--- src/rtl/cpuCtrl_defines.svh ---
`ifndef CPUCTRL_DEFINES_SVH
`define CPUCTRL_DEFINES_SVH

// Widths
`define OPCODE_W 16
`define FLAGS_W 4
`define SEL_W 4
`define ADDRSEL_W 3

// Opcode field positions
`define OP_CLASS 15:12
`define OP_S1 11:9
`define OP_COND_VAL 11
`define OP_COND_FLAG 10:9
`define OP_SP_KIND 8:7
`define OP_A_FUNC 8:5
`define OP_A_SRC2 4:3
`define OP_A_DEST 2:0
`define OP_I_DEST 7:5
`define OP_SI_DEST 6:4
`define OP_SI_SHIFT 8:7

// ALU function codes
`define ALU_ADD 4'd0
`define ALU_SUB 4'd2

// ALU input A sources, codes 0 to 3 are registers
`define ALU1_FROM_PC 4'd4
`define ALU1_FROM_SP 4'd5
`define ALU1_FROM_MEM 4'd6
`define ALU1_FROM_HIMEM 4'd7

// ALU input B sources, codes 0 to 3 are registers
`define ALU2_FROM_1 4'd4
`define ALU2_FROM_0 4'd5
`define ALU2_FROM_OP 4'd6
`define ALU2_FROM_ADDR 4'd7
`define ALU2_FROM_FP 4'd8

// Memory address sources
`define READ_FROM_PC 3'd0
`define READ_FROM_A 3'd1
`define READ_FROM_SP 3'd2
`define READ_FROM_ALU 3'd3

// Memory write data sources
`define WRITE_FROM_ALU 4'd0
`define WRITE_FROM_RES 4'd1

// Destination codes, memory codes share the read-mode encoding
`define DEST_0 3'd0
`define DEST_A 3'd1
`define DEST_B 3'd2
`define DEST_C 3'd3
`define DEST_ADR 3'd6
`define DEST_ABS 3'd5
`define DEST_STACK 3'd7

// Source read modes (s1 with bit 2 set)
`define SRC_IMMED 3'd4
`define SRC_ABS 3'd5
`define SRC_ADDR 3'd6
`define SRC_STACK 3'd7

`endif
--- src/rtl/cpuCtrlPkg.sv ---
`default_nettype none

`include "cpuCtrl_defines.svh"

package cpuCtrlPkg;

    typedef logic [`OPCODE_W-1:0] opcodeT;
    typedef logic [`FLAGS_W-1:0] flagsT;
    typedef logic [3:0] aluFuncT;
    typedef logic [`SEL_W-1:0] srcSelT;
    typedef logic [`ADDRSEL_W-1:0] addrSelT;
    typedef logic [2:0] destT;

    typedef enum logic [5:0] {
        START    = 6'd0,
        FETCH    = 6'd1,
        ATYPE    = 6'd2,
        ITYPE    = 6'd3,
        JTYPE    = 6'd4,
        SITYPE   = 6'd5,
        FTYPE    = 6'd6,
        PUSH1    = 6'd8,
        PUSH2    = 6'd9,
        POP1     = 6'd10,
        POP2     = 6'd11,
        RIMMED   = 6'd20,
        RADDRESS = 6'd21,
        RABS1    = 6'd22, // Low address word
        RABS2    = 6'd23, // High address word
        RABS3    = 6'd24, // Operand read
        RSTACK1  = 6'd25,
        RSTACK2  = 6'd26,
        WABS1    = 6'd27,
        WABS2    = 6'd28,
        WABS3    = 6'd31, // Result write
        WSTACK1  = 6'd29,
        WSTACK2  = 6'd30,
        HALT     = 6'd63
    } ctrlState;

    typedef struct packed {
        ctrlState mainState; // Main state of the class
        destT srcMode; // s1 field
        destT dest;
        logic needsRead; // Operand comes from memory
        aluFuncT aluFunc;
    } decodedInstr;

    typedef struct packed {
        addrSelT memAddr;
        logic enPC;
        logic saveOpcode;
        logic saveMem1;
        logic saveMem2;
        logic enFP;
        aluFuncT aluFunc;
        srcSelT aluA;
        srcSelT aluB;
        logic enA;
        logic enB;
        logic enC;
        logic we;
        logic re;
        srcSelT writeDataSource;
        logic saveResult; // Latch ALU result for later write
        logic enF;
        logic sourceF; // Flags loaded from ALU output
        logic enSP;
        logic readStack;
        logic initSPFP;
    } ctrlBus;

endpackage

`default_nettype wire

--- src/rtl/cpuController.sv ---
`default_nettype none

module cpuController (
    input wire clk,
    input wire rst,
    input wire stall, // Holds state and outputs
    input wire cpuCtrlPkg::opcodeT opcode,
    input wire cpuCtrlPkg::flagsT flags,
    output cpuCtrlPkg::ctrlBus ctrl,
    output cpuCtrlPkg::ctrlState state // Debug view
);

    wire cpuCtrlPkg::decodedInstr decoded;

    instrDecoder decoder (
        .opcode  (opcode),
        .flags   (flags),
        .decoded (decoded)
    );

    ctrlSequencer sequencer (
        .clk     (clk),
        .rst     (rst),
        .stall   (stall),
        .decoded (decoded),
        .state   (state)
    );

    ctrlOutputs outputs (
        .state   (state),
        .opcode  (opcode),
        .decoded (decoded),
        .ctrl    (ctrl)
    );

endmodule

`default_nettype wire

--- src/rtl/ctrlOutputs.sv ---
`default_nettype none

`include "cpuCtrl_defines.svh"

module ctrlOutputs (
    input wire cpuCtrlPkg::ctrlState state,
    input wire cpuCtrlPkg::opcodeT opcode,
    input wire cpuCtrlPkg::decodedInstr decoded,
    output cpuCtrlPkg::ctrlBus ctrl
);

    // Register operand or the word read from memory
    function automatic cpuCtrlPkg::srcSelT operandA(input cpuCtrlPkg::destT mode);
        return mode[2] ? `ALU1_FROM_MEM : {2'b00, mode[1:0]};
    endfunction

    function automatic cpuCtrlPkg::ctrlBus pcIncrement(input cpuCtrlPkg::ctrlBus c);
        c.aluFunc = `ALU_ADD;
        c.aluA = `ALU1_FROM_PC;
        c.aluB = `ALU2_FROM_1;
        c.enPC = 1'b1;
        return c;
    endfunction

    // Destination enables shared by the main states and POP2
    function automatic cpuCtrlPkg::ctrlBus writeBack(input cpuCtrlPkg::ctrlBus c,
                                                     input cpuCtrlPkg::destT dest);
        case (dest)
            `DEST_A: c.enA = 1'b1;
            `DEST_B: c.enB = 1'b1;
            `DEST_C: c.enC = 1'b1;
            `DEST_ADR: begin
                c.we = 1'b1;
                c.writeDataSource = `WRITE_FROM_ALU;
                c.memAddr = `READ_FROM_A;
            end
            `DEST_ABS, `DEST_STACK: c.saveResult = 1'b1; // Written by WABS or WSTACK
            default: c.saveResult = 1'b0;
        endcase
        return c;
    endfunction

    always_comb begin
        ctrl = '0;
        case (state)
            cpuCtrlPkg::START: begin
                ctrl.initSPFP = 1'b1;
                ctrl.enSP = 1'b1;
                ctrl.enFP = 1'b1;
            end
            cpuCtrlPkg::FETCH: begin
                ctrl.memAddr = `READ_FROM_PC;
                ctrl.re = 1'b1;
                ctrl.saveOpcode = 1'b1;
                ctrl = pcIncrement(ctrl);
            end
            cpuCtrlPkg::ATYPE: begin
                ctrl.aluA = operandA(decoded.srcMode);
                ctrl.aluB = {2'b00, opcode[`OP_A_SRC2]};
                ctrl.aluFunc = decoded.aluFunc;
                ctrl.enF = 1'b1;
                ctrl = writeBack(ctrl, decoded.dest);
            end
            cpuCtrlPkg::ITYPE, cpuCtrlPkg::SITYPE: begin
                ctrl.aluA = operandA(decoded.srcMode);
                if (state == cpuCtrlPkg::ITYPE && decoded.srcMode == 3'd0)
                    ctrl.aluA = `ALU1_FROM_SP; // Register 0 means SP here
                ctrl.aluB = `ALU2_FROM_OP; // Constant from opcode
                ctrl.aluFunc = decoded.aluFunc;
                ctrl.enF = 1'b1;
                if (state == cpuCtrlPkg::ITYPE && decoded.dest == `DEST_0)
                    ctrl.enSP = 1'b1;
                else
                    ctrl = writeBack(ctrl, decoded.dest);
            end
            cpuCtrlPkg::JTYPE, cpuCtrlPkg::FTYPE: begin
                ctrl.aluA = `ALU1_FROM_PC;
                ctrl.aluB = (state == cpuCtrlPkg::JTYPE) ? `ALU2_FROM_ADDR : `ALU2_FROM_OP;
                ctrl.aluFunc = `ALU_ADD;
                ctrl.enPC = 1'b1;
            end
            cpuCtrlPkg::PUSH1: begin
                ctrl.aluA = operandA(decoded.srcMode);
                ctrl.aluB = `ALU2_FROM_0;
                ctrl.aluFunc = `ALU_ADD;
                ctrl.we = 1'b1;
                ctrl.readStack = 1'b1;
                ctrl.writeDataSource = `WRITE_FROM_ALU;
                ctrl.memAddr = `READ_FROM_SP;
            end
            cpuCtrlPkg::PUSH2: begin
                ctrl.aluA = `ALU1_FROM_SP;
                ctrl.aluB = `ALU2_FROM_1;
                ctrl.aluFunc = `ALU_SUB; // SP down
                ctrl.enSP = 1'b1;
            end
            cpuCtrlPkg::POP1: begin
                ctrl.aluA = `ALU1_FROM_SP;
                ctrl.aluB = `ALU2_FROM_1;
                ctrl.aluFunc = `ALU_ADD; // SP up, read new top
                ctrl.enSP = 1'b1;
                ctrl.memAddr = `READ_FROM_ALU;
                ctrl.readStack = 1'b1;
                ctrl.saveMem1 = 1'b1;
                ctrl.re = 1'b1;
            end
            cpuCtrlPkg::POP2: begin
                ctrl.aluA = `ALU1_FROM_MEM;
                ctrl.aluB = `ALU2_FROM_0;
                ctrl.aluFunc = `ALU_ADD;
                if (decoded.dest == `DEST_0) begin
                    ctrl.enF = 1'b1; // Pop into flags
                    ctrl.sourceF = 1'b1;
                end else begin
                    ctrl = writeBack(ctrl, decoded.dest);
                end
            end
            cpuCtrlPkg::RIMMED, cpuCtrlPkg::RABS2, cpuCtrlPkg::RSTACK1,
            cpuCtrlPkg::WABS2, cpuCtrlPkg::WSTACK1: begin
                ctrl.memAddr = `READ_FROM_PC;
                ctrl.saveMem1 = 1'b1;
                ctrl.re = 1'b1;
                ctrl = pcIncrement(ctrl);
            end
            cpuCtrlPkg::RABS1, cpuCtrlPkg::WABS1: begin
                ctrl.memAddr = `READ_FROM_PC;
                ctrl.saveMem2 = 1'b1;
                ctrl.re = 1'b1;
                ctrl = pcIncrement(ctrl);
            end
            cpuCtrlPkg::RADDRESS: begin
                ctrl.memAddr = `READ_FROM_A;
                ctrl.saveMem1 = 1'b1;
                ctrl.re = 1'b1;
            end
            cpuCtrlPkg::RABS3, cpuCtrlPkg::WABS3: begin
                ctrl.memAddr = `READ_FROM_ALU; // Full address from both words
                ctrl.aluA = `ALU1_FROM_HIMEM;
                ctrl.aluB = `ALU2_FROM_0;
                ctrl.aluFunc = `ALU_ADD;
                ctrl.saveMem1 = (state == cpuCtrlPkg::RABS3);
                ctrl.re = (state == cpuCtrlPkg::RABS3);
                ctrl.we = (state == cpuCtrlPkg::WABS3);
                if (state == cpuCtrlPkg::WABS3)
                    ctrl.writeDataSource = `WRITE_FROM_RES;
            end
            cpuCtrlPkg::RSTACK2, cpuCtrlPkg::WSTACK2: begin
                ctrl.memAddr = `READ_FROM_ALU; // Offset plus FP
                ctrl.aluA = `ALU1_FROM_MEM;
                ctrl.aluB = `ALU2_FROM_FP;
                ctrl.aluFunc = `ALU_ADD;
                ctrl.readStack = 1'b1;
                ctrl.saveMem1 = (state == cpuCtrlPkg::RSTACK2);
                ctrl.re = (state == cpuCtrlPkg::RSTACK2);
                ctrl.we = (state == cpuCtrlPkg::WSTACK2);
                if (state == cpuCtrlPkg::WSTACK2)
                    ctrl.writeDataSource = `WRITE_FROM_RES;
            end
            default: ctrl = '0; // HALT drives nothing
        endcase
    end

    // Memory port is single sided over every state and destination
    always_comb begin
        weReExclusive: assert #0 (!(ctrl.we && ctrl.re))
            else $error("we and re high together in state %s", state.name());
    end

endmodule

`default_nettype wire

--- src/rtl/ctrlSequencer.sv ---
`default_nettype none

`include "cpuCtrl_defines.svh"

module ctrlSequencer (
    input wire clk,
    input wire rst,
    input wire stall,
    input wire cpuCtrlPkg::decodedInstr decoded,
    output cpuCtrlPkg::ctrlState state
);

    cpuCtrlPkg::ctrlState nextState;
    cpuCtrlPkg::ctrlState readState; // First state after FETCH
    cpuCtrlPkg::ctrlState wbState; // State after the main state

    always_ff @(posedge clk) begin
        if (rst) begin
            state <= cpuCtrlPkg::START;
        end else if (!stall) begin
            state <= nextState;
        end
    end

    // Operand read dispatch
    always_comb begin
        readState = decoded.mainState;
        if (decoded.needsRead) begin
            case (decoded.srcMode)
                `SRC_IMMED: readState = cpuCtrlPkg::RIMMED;
                `SRC_ABS:   readState = cpuCtrlPkg::RABS1;
                `SRC_ADDR:  readState = cpuCtrlPkg::RADDRESS;
                `SRC_STACK: readState = cpuCtrlPkg::RSTACK1;
                default:    readState = decoded.mainState;
            endcase
        end
    end

    // Write-back dispatch
    always_comb begin
        case (decoded.dest)
            `DEST_ABS:   wbState = cpuCtrlPkg::WABS1;
            `DEST_STACK: wbState = cpuCtrlPkg::WSTACK1;
            default:     wbState = cpuCtrlPkg::FETCH; // Register or memory at A
        endcase
    end

    always_comb begin
        nextState = cpuCtrlPkg::HALT;
        case (state)
            cpuCtrlPkg::START: nextState = cpuCtrlPkg::FETCH;
            cpuCtrlPkg::FETCH: nextState = readState;

            cpuCtrlPkg::RIMMED,
            cpuCtrlPkg::RADDRESS,
            cpuCtrlPkg::RABS3,
            cpuCtrlPkg::RSTACK2: nextState = decoded.mainState;

            cpuCtrlPkg::RABS1:   nextState = cpuCtrlPkg::RABS2;
            cpuCtrlPkg::RABS2:   nextState = cpuCtrlPkg::RABS3;
            cpuCtrlPkg::RSTACK1: nextState = cpuCtrlPkg::RSTACK2;

            cpuCtrlPkg::ATYPE,
            cpuCtrlPkg::ITYPE,
            cpuCtrlPkg::SITYPE,
            cpuCtrlPkg::POP2: nextState = wbState;

            cpuCtrlPkg::PUSH1: nextState = cpuCtrlPkg::PUSH2;
            cpuCtrlPkg::POP1:  nextState = cpuCtrlPkg::POP2;

            cpuCtrlPkg::WABS1:   nextState = cpuCtrlPkg::WABS2;
            cpuCtrlPkg::WABS2:   nextState = cpuCtrlPkg::WABS3;
            cpuCtrlPkg::WSTACK1: nextState = cpuCtrlPkg::WSTACK2;

            cpuCtrlPkg::JTYPE,
            cpuCtrlPkg::FTYPE,
            cpuCtrlPkg::PUSH2,
            cpuCtrlPkg::WABS3,
            cpuCtrlPkg::WSTACK2: nextState = cpuCtrlPkg::FETCH;

            cpuCtrlPkg::HALT: nextState = cpuCtrlPkg::HALT; // Only rst leaves
            default:          nextState = cpuCtrlPkg::HALT;
        endcase
    end

    haltIsSticky: assert property (
        @(posedge clk) (state == cpuCtrlPkg::HALT && !rst) |=> state == cpuCtrlPkg::HALT
    ) else $error("state left HALT without reset");

    stallHoldsState: assert property (
        @(posedge clk) (stall && !rst) |=> $stable(state)
    ) else $error("state moved while stalled");

endmodule

`default_nettype wire

--- src/rtl/instrDecoder.sv ---
`default_nettype none

`include "cpuCtrl_defines.svh"

module instrDecoder (
    input wire cpuCtrlPkg::opcodeT opcode,
    input wire cpuCtrlPkg::flagsT flags,
    output cpuCtrlPkg::decodedInstr decoded
);

    logic [3:0] opClass;
    logic isAType;
    logic isIType;
    logic isJType;
    logic isSIType;
    logic isFType;
    logic isPush;
    logic isPop;
    logic condMet;

    assign opClass = opcode[`OP_CLASS];

    assign isAType = (opClass == 4'b0000);
    assign isIType = (opClass[3:2] == 2'b01);
    assign isJType = opClass[3];
    assign isSIType = (opClass == 4'b0001);
    assign isFType = (opClass == 4'b0010) && !opcode[8]; // Bit 8 set was load/save
    assign isPush = (opClass == 4'b0011) && (opcode[`OP_SP_KIND] == 2'b00);
    assign isPop = (opClass == 4'b0011) && (opcode[`OP_SP_KIND] == 2'b01);

    // Selected flag compared against the wanted value
    assign condMet = (flags[opcode[`OP_COND_FLAG]] == opcode[`OP_COND_VAL]);

    always_comb begin
        decoded = '0;
        decoded.mainState = cpuCtrlPkg::HALT; // Unknown or dropped class
        decoded.srcMode = opcode[`OP_S1];
        decoded.dest = `DEST_0;
        decoded.aluFunc = `ALU_ADD;

        if (isAType) begin
            decoded.mainState = cpuCtrlPkg::ATYPE;
            decoded.dest = opcode[`OP_A_DEST];
            decoded.aluFunc = opcode[`OP_A_FUNC]; // Function straight from opcode
        end else if (isIType) begin
            decoded.mainState = cpuCtrlPkg::ITYPE;
            decoded.dest = opcode[`OP_I_DEST];
            decoded.aluFunc = {opcode[8], opcode[8], opcode[13:12]};
        end else if (isJType) begin
            decoded.mainState = cpuCtrlPkg::JTYPE;
        end else if (isSIType) begin
            decoded.mainState = cpuCtrlPkg::SITYPE;
            decoded.dest = opcode[`OP_SI_DEST];
            decoded.aluFunc = {2'b10, opcode[`OP_SI_SHIFT]}; // Shift group
        end else if (isFType) begin
            // Untaken branch goes straight back to fetch
            decoded.mainState = condMet ? cpuCtrlPkg::FTYPE : cpuCtrlPkg::FETCH;
        end else if (isPush) begin
            decoded.mainState = cpuCtrlPkg::PUSH1;
        end else if (isPop) begin
            decoded.mainState = cpuCtrlPkg::POP1;
            decoded.dest = opcode[`OP_S1]; // Pop writes to s1
        end

        decoded.needsRead = opcode[`OP_S1] > 3'd3
            && (isAType || isIType || isSIType || isPush);
    end

endmodule

`default_nettype wire

--- config.mk ---
export PLATFORM = sky130hd
export DESIGN_NAME = cpuController
export DESIGN_NICKNAME = d
export VERILOG_FILES = /design/src/rtl/cpuCtrlPkg.sv /design/src/rtl/cpuController.sv /design/src/rtl/ctrlOutputs.sv /design/src/rtl/ctrlSequencer.sv /design/src/rtl/instrDecoder.sv
export VERILOG_INCLUDE_DIRS = /design/src /design/src/rtl
export SDC_FILE = /design/constraint.sdc
export NUM_CORES = 1
export LEC_CHECK = 0
export ABC_CLOCK_PERIOD_IN_PS = 2490
export BUFFER_PORTS_ARGS = -buffer_cell sky130_fd_sc_hd__buf_2
export CAP_MARGIN = 15
export CORE_AREA = 5 5 81 83
export DETAILED_ROUTE_END_ITERATION = 10
export DIE_AREA = 0 0 86 88
export GPL_ROUTABILITY_DRIVEN = 0
export GPL_TIMING_DRIVEN = 0
export PLACE_DENSITY = 0.57
export SLEW_MARGIN = 5
export SYNTH_ARGS = -nofsm -noshare
export SYNTH_HDL_FRONTEND = slang
export SYNTH_HIERARCHICAL = 1
export SYNTH_SLANG_ARGS = --single-unit
--- constraint.sdc ---
create_clock -name clk -period 2.49 [get_ports clk]
set_input_delay 0 -clock clk [delete_from_list [all_inputs] [get_ports clk]]
set_output_delay 0 -clock clk [all_outputs]
set_load 0.005 [all_outputs]
==> out/metrics.csv <==
stage;metric;value;unit
worst_setup_path;Crit Path Class;reg -> out;
clocking;postcts setup bufs;0;
yosys;async set-or-reset flop fraction in the synthesized netlist;0;
route;DRC errors left;0;
sta;Setup TNS;0;ps
hold_path;worst hold path type;in -> reg;
worst_setup_path;r2r worst-path depth;6;
yosys;Seq/Total Area, Yosys;0.0610;
sta;Slew headroom;0.470;
sta;Max Clk Rate;432;MHz
route;Via density;5.70;
layout;most frequent cells in the layout;buf_2, a21oi_1, nor2_1;
route;Starting DRT DRC Count;125;
clocking;TritonCTS clock tree;yes;
floorplan;chip width;86;um
global_route;gr ovfl total;0;
layout;largest registers;sequencer/state (6);
floorplan;core area;0.00578;sq mm
global_route;Global Route Usage Sum;0.174;
layout;Biggest register;sequencer/state;
yosys;Post-synth EDFFs;0;
sta;Period minus WS final;2310;ps
placed_design;hpwl dp;5260;um
yosys;Yosys top cell by area;a21oi_1;
layout;P&R area growth vs syn;22.0;%
floorplan;# rows;28;
clocking;Longest Clk Path Bufs;2;
run;Max Cap Viol;0;
floorplan;Initial Utilization;0.340;
layout;fin cells;430;
placed_design;Port Buf Inserts;56;
route;via count;2453;
clocking;Clk Latency, worst-skew pair;220;ps
placed_design;placed cells;427;
layout;number of fill cells;632;
clocking;Clk pin slew, worst setup/hold paths;40;ps
pwr;P_leak;0.00105;uW
floorplan;I/O pins;64;
sta;final hold vios;0;
layout;FF/Latch Area;120;sq um
route;final wirelength;6670;um
worst_setup_path;WP data required;2490;ps
sta;Worst-Margin Slew;784;ps
worst_setup_path;startpoint types;flop;
route;Initial DRT Pass Iterations;4;
yosys;top cells by area, synth;a21oi_1, dfxtp_1, nor2b_1;
yosys;Synth cell types;72;
route;Post-DRT Antenna Nets;0;
yosys;Netlist Area Pre-Place;0.00197;sq mm
clocking;clk root buf;clkbuf_8;
floorplan;Die Y;88;um
yosys;Ys Warns;6;
pwr;PD cells;348;mW/mm^2
route;DR WL/cell;15.5;um
sta;RSZ-0062 raised after global routing;no;
clocking;Num CTS Buffers;3;
layout;share of cells above drive strength 1;0.265;
floorplan;die area;0.00757;sq mm
layout;number of diodes;0;
clocking;Sink Count;6;
yosys;Synth Instances;292;
clocking;H-tree depth;1;
global_route;global-route wire length before repair;10900;um
pwr;peak supply drop;0.000290;V
yosys;syn_area_per_cell;6.74;sq um
sta;fraction of the cycle the final worst path needs;0.930;
worst_setup_path;crit end category;primary output;
sta;max-slew violations;0;
layout;Final #Nets;380;
hold_path;Hold Path Depth;2;
layout;footprint of the multi-input gates;0.00161;sq mm
layout;most common cell after layout, fill and taps aside;buf_2;
run_status;outcome;complete, no violations;
sta;skew final;7.80;ps
global_route;largest net degree at the start of global routing;13;
global_route;vias in the first global route;2233;
worst_setup_path;arrival time worst endpoint;2310;ps
worst_setup_path;CP Max Fanout;10;
global_route;initial antenna violation count;0;
yosys;Post-synth top flop;dfxtp_1;
sta;final setup fails;0;
yosys;Synth top area share;0.0712;
layout;Largest register FFs;6;
yosys;Seq cells post-synth;6;
## stage by stage
| stage | hold WS, ps | utilization | power (uW) | setup WS (ps) | area, sq um |
|---|---|---|---|---|---|
| 2_1_floorplan | 66.2 | - | 508 | 758 | 1980 |
| 3_3_place_gp | 279 | 0.408 | 682 | 309 | 2360 |
| 3_5_place_dp | 278 | 0.408 | 683 | 341 | 2360 |
| 4_1_cts | 42.5 | 0.415 | 832 | 133 | 2400 |
| 5_1_grt | 62.4 | 0.415 | 904 | 3.48 | 2400 |
| 6_report | 40.3 | 0.415 | 835 | 175 | 2400 |
## worst paths after layout
path | to | start | slack (ps)
hold reg to reg | sequencer/state[5] | sequencer/state[5] | 720
setup reg to reg | sequencer/state[4] | sequencer/state[2] | 520
setup / recovery | ctrl[19] | sequencer/state[0] | 180
hold / removal | sequencer/state[5] | rst | 40
## critical path, stage by stage, from the launching register on
cell and delay (ps):
dfxtp_1 520, buf_2 280, buf_1 390, nor3_1 100, o211ai_1 310, o211ai_2 140
a41o_1 230, buf_2 130
## report_power, final
| part | internal (uW) | switching [uW] | leakage, uW | total [uW] |
|---|---|---|---|---|
| clock | 104 | 41.5 | 0.0000216 | 145 |
| sequential | 106 | 21.2 | 0.0000497 | 127 |
| combinational | 242 | 320 | 0.000975 | 562 |
## timing repair
action                     in CTS  in global routing
hold buffers                    0                  0
setup endpoints to repair       0                  3
gates resized for setup         0                  2
## layer usage
layer,part of all wire,wire length (um),global-route usage
met1,0.45,3030,0.241
met2,0.49,3270,0.298
met3,0.054,362,0.0198
met4,0.0025,17,0.0187
met5,0,0,0
## synthesized netlist by cell type, drive strengths merged, types with 7 or more instances
master and number:
a21oi 28, buf 23, nor2 20, nand2 17, o21ai 17, nor3 15, inv 14, nor2b 14
clkbuf 13, nor3b 10, a21o 8, nand2b 8, nand3b 7
## cells by family after synthesis
kind of cell / after synthesis / synth area share
xor+xnor: 4 / 0.0178
simple gates: 127 / 0.402
other cells: 1 / 0.00191
flops: 6 / 0.0610
compound gates: 100 / 0.361
buf+inv: 50 / 0.129
mux: 4 / 0.0273
## area by class of cell
class | instances | share of cell area
repair buffers | 56 | 0.117
inverters | 14 | 0.0219
multi-input cells | 240 | 0.671
well taps | 75 | 0.0391
flip-flops and latches | 6 | 0.0500
plain buffers | 36 | 0.0844
clock buffers | 3 | 0.0172
No activity file was read; power rests on OpenSTA's default activity.
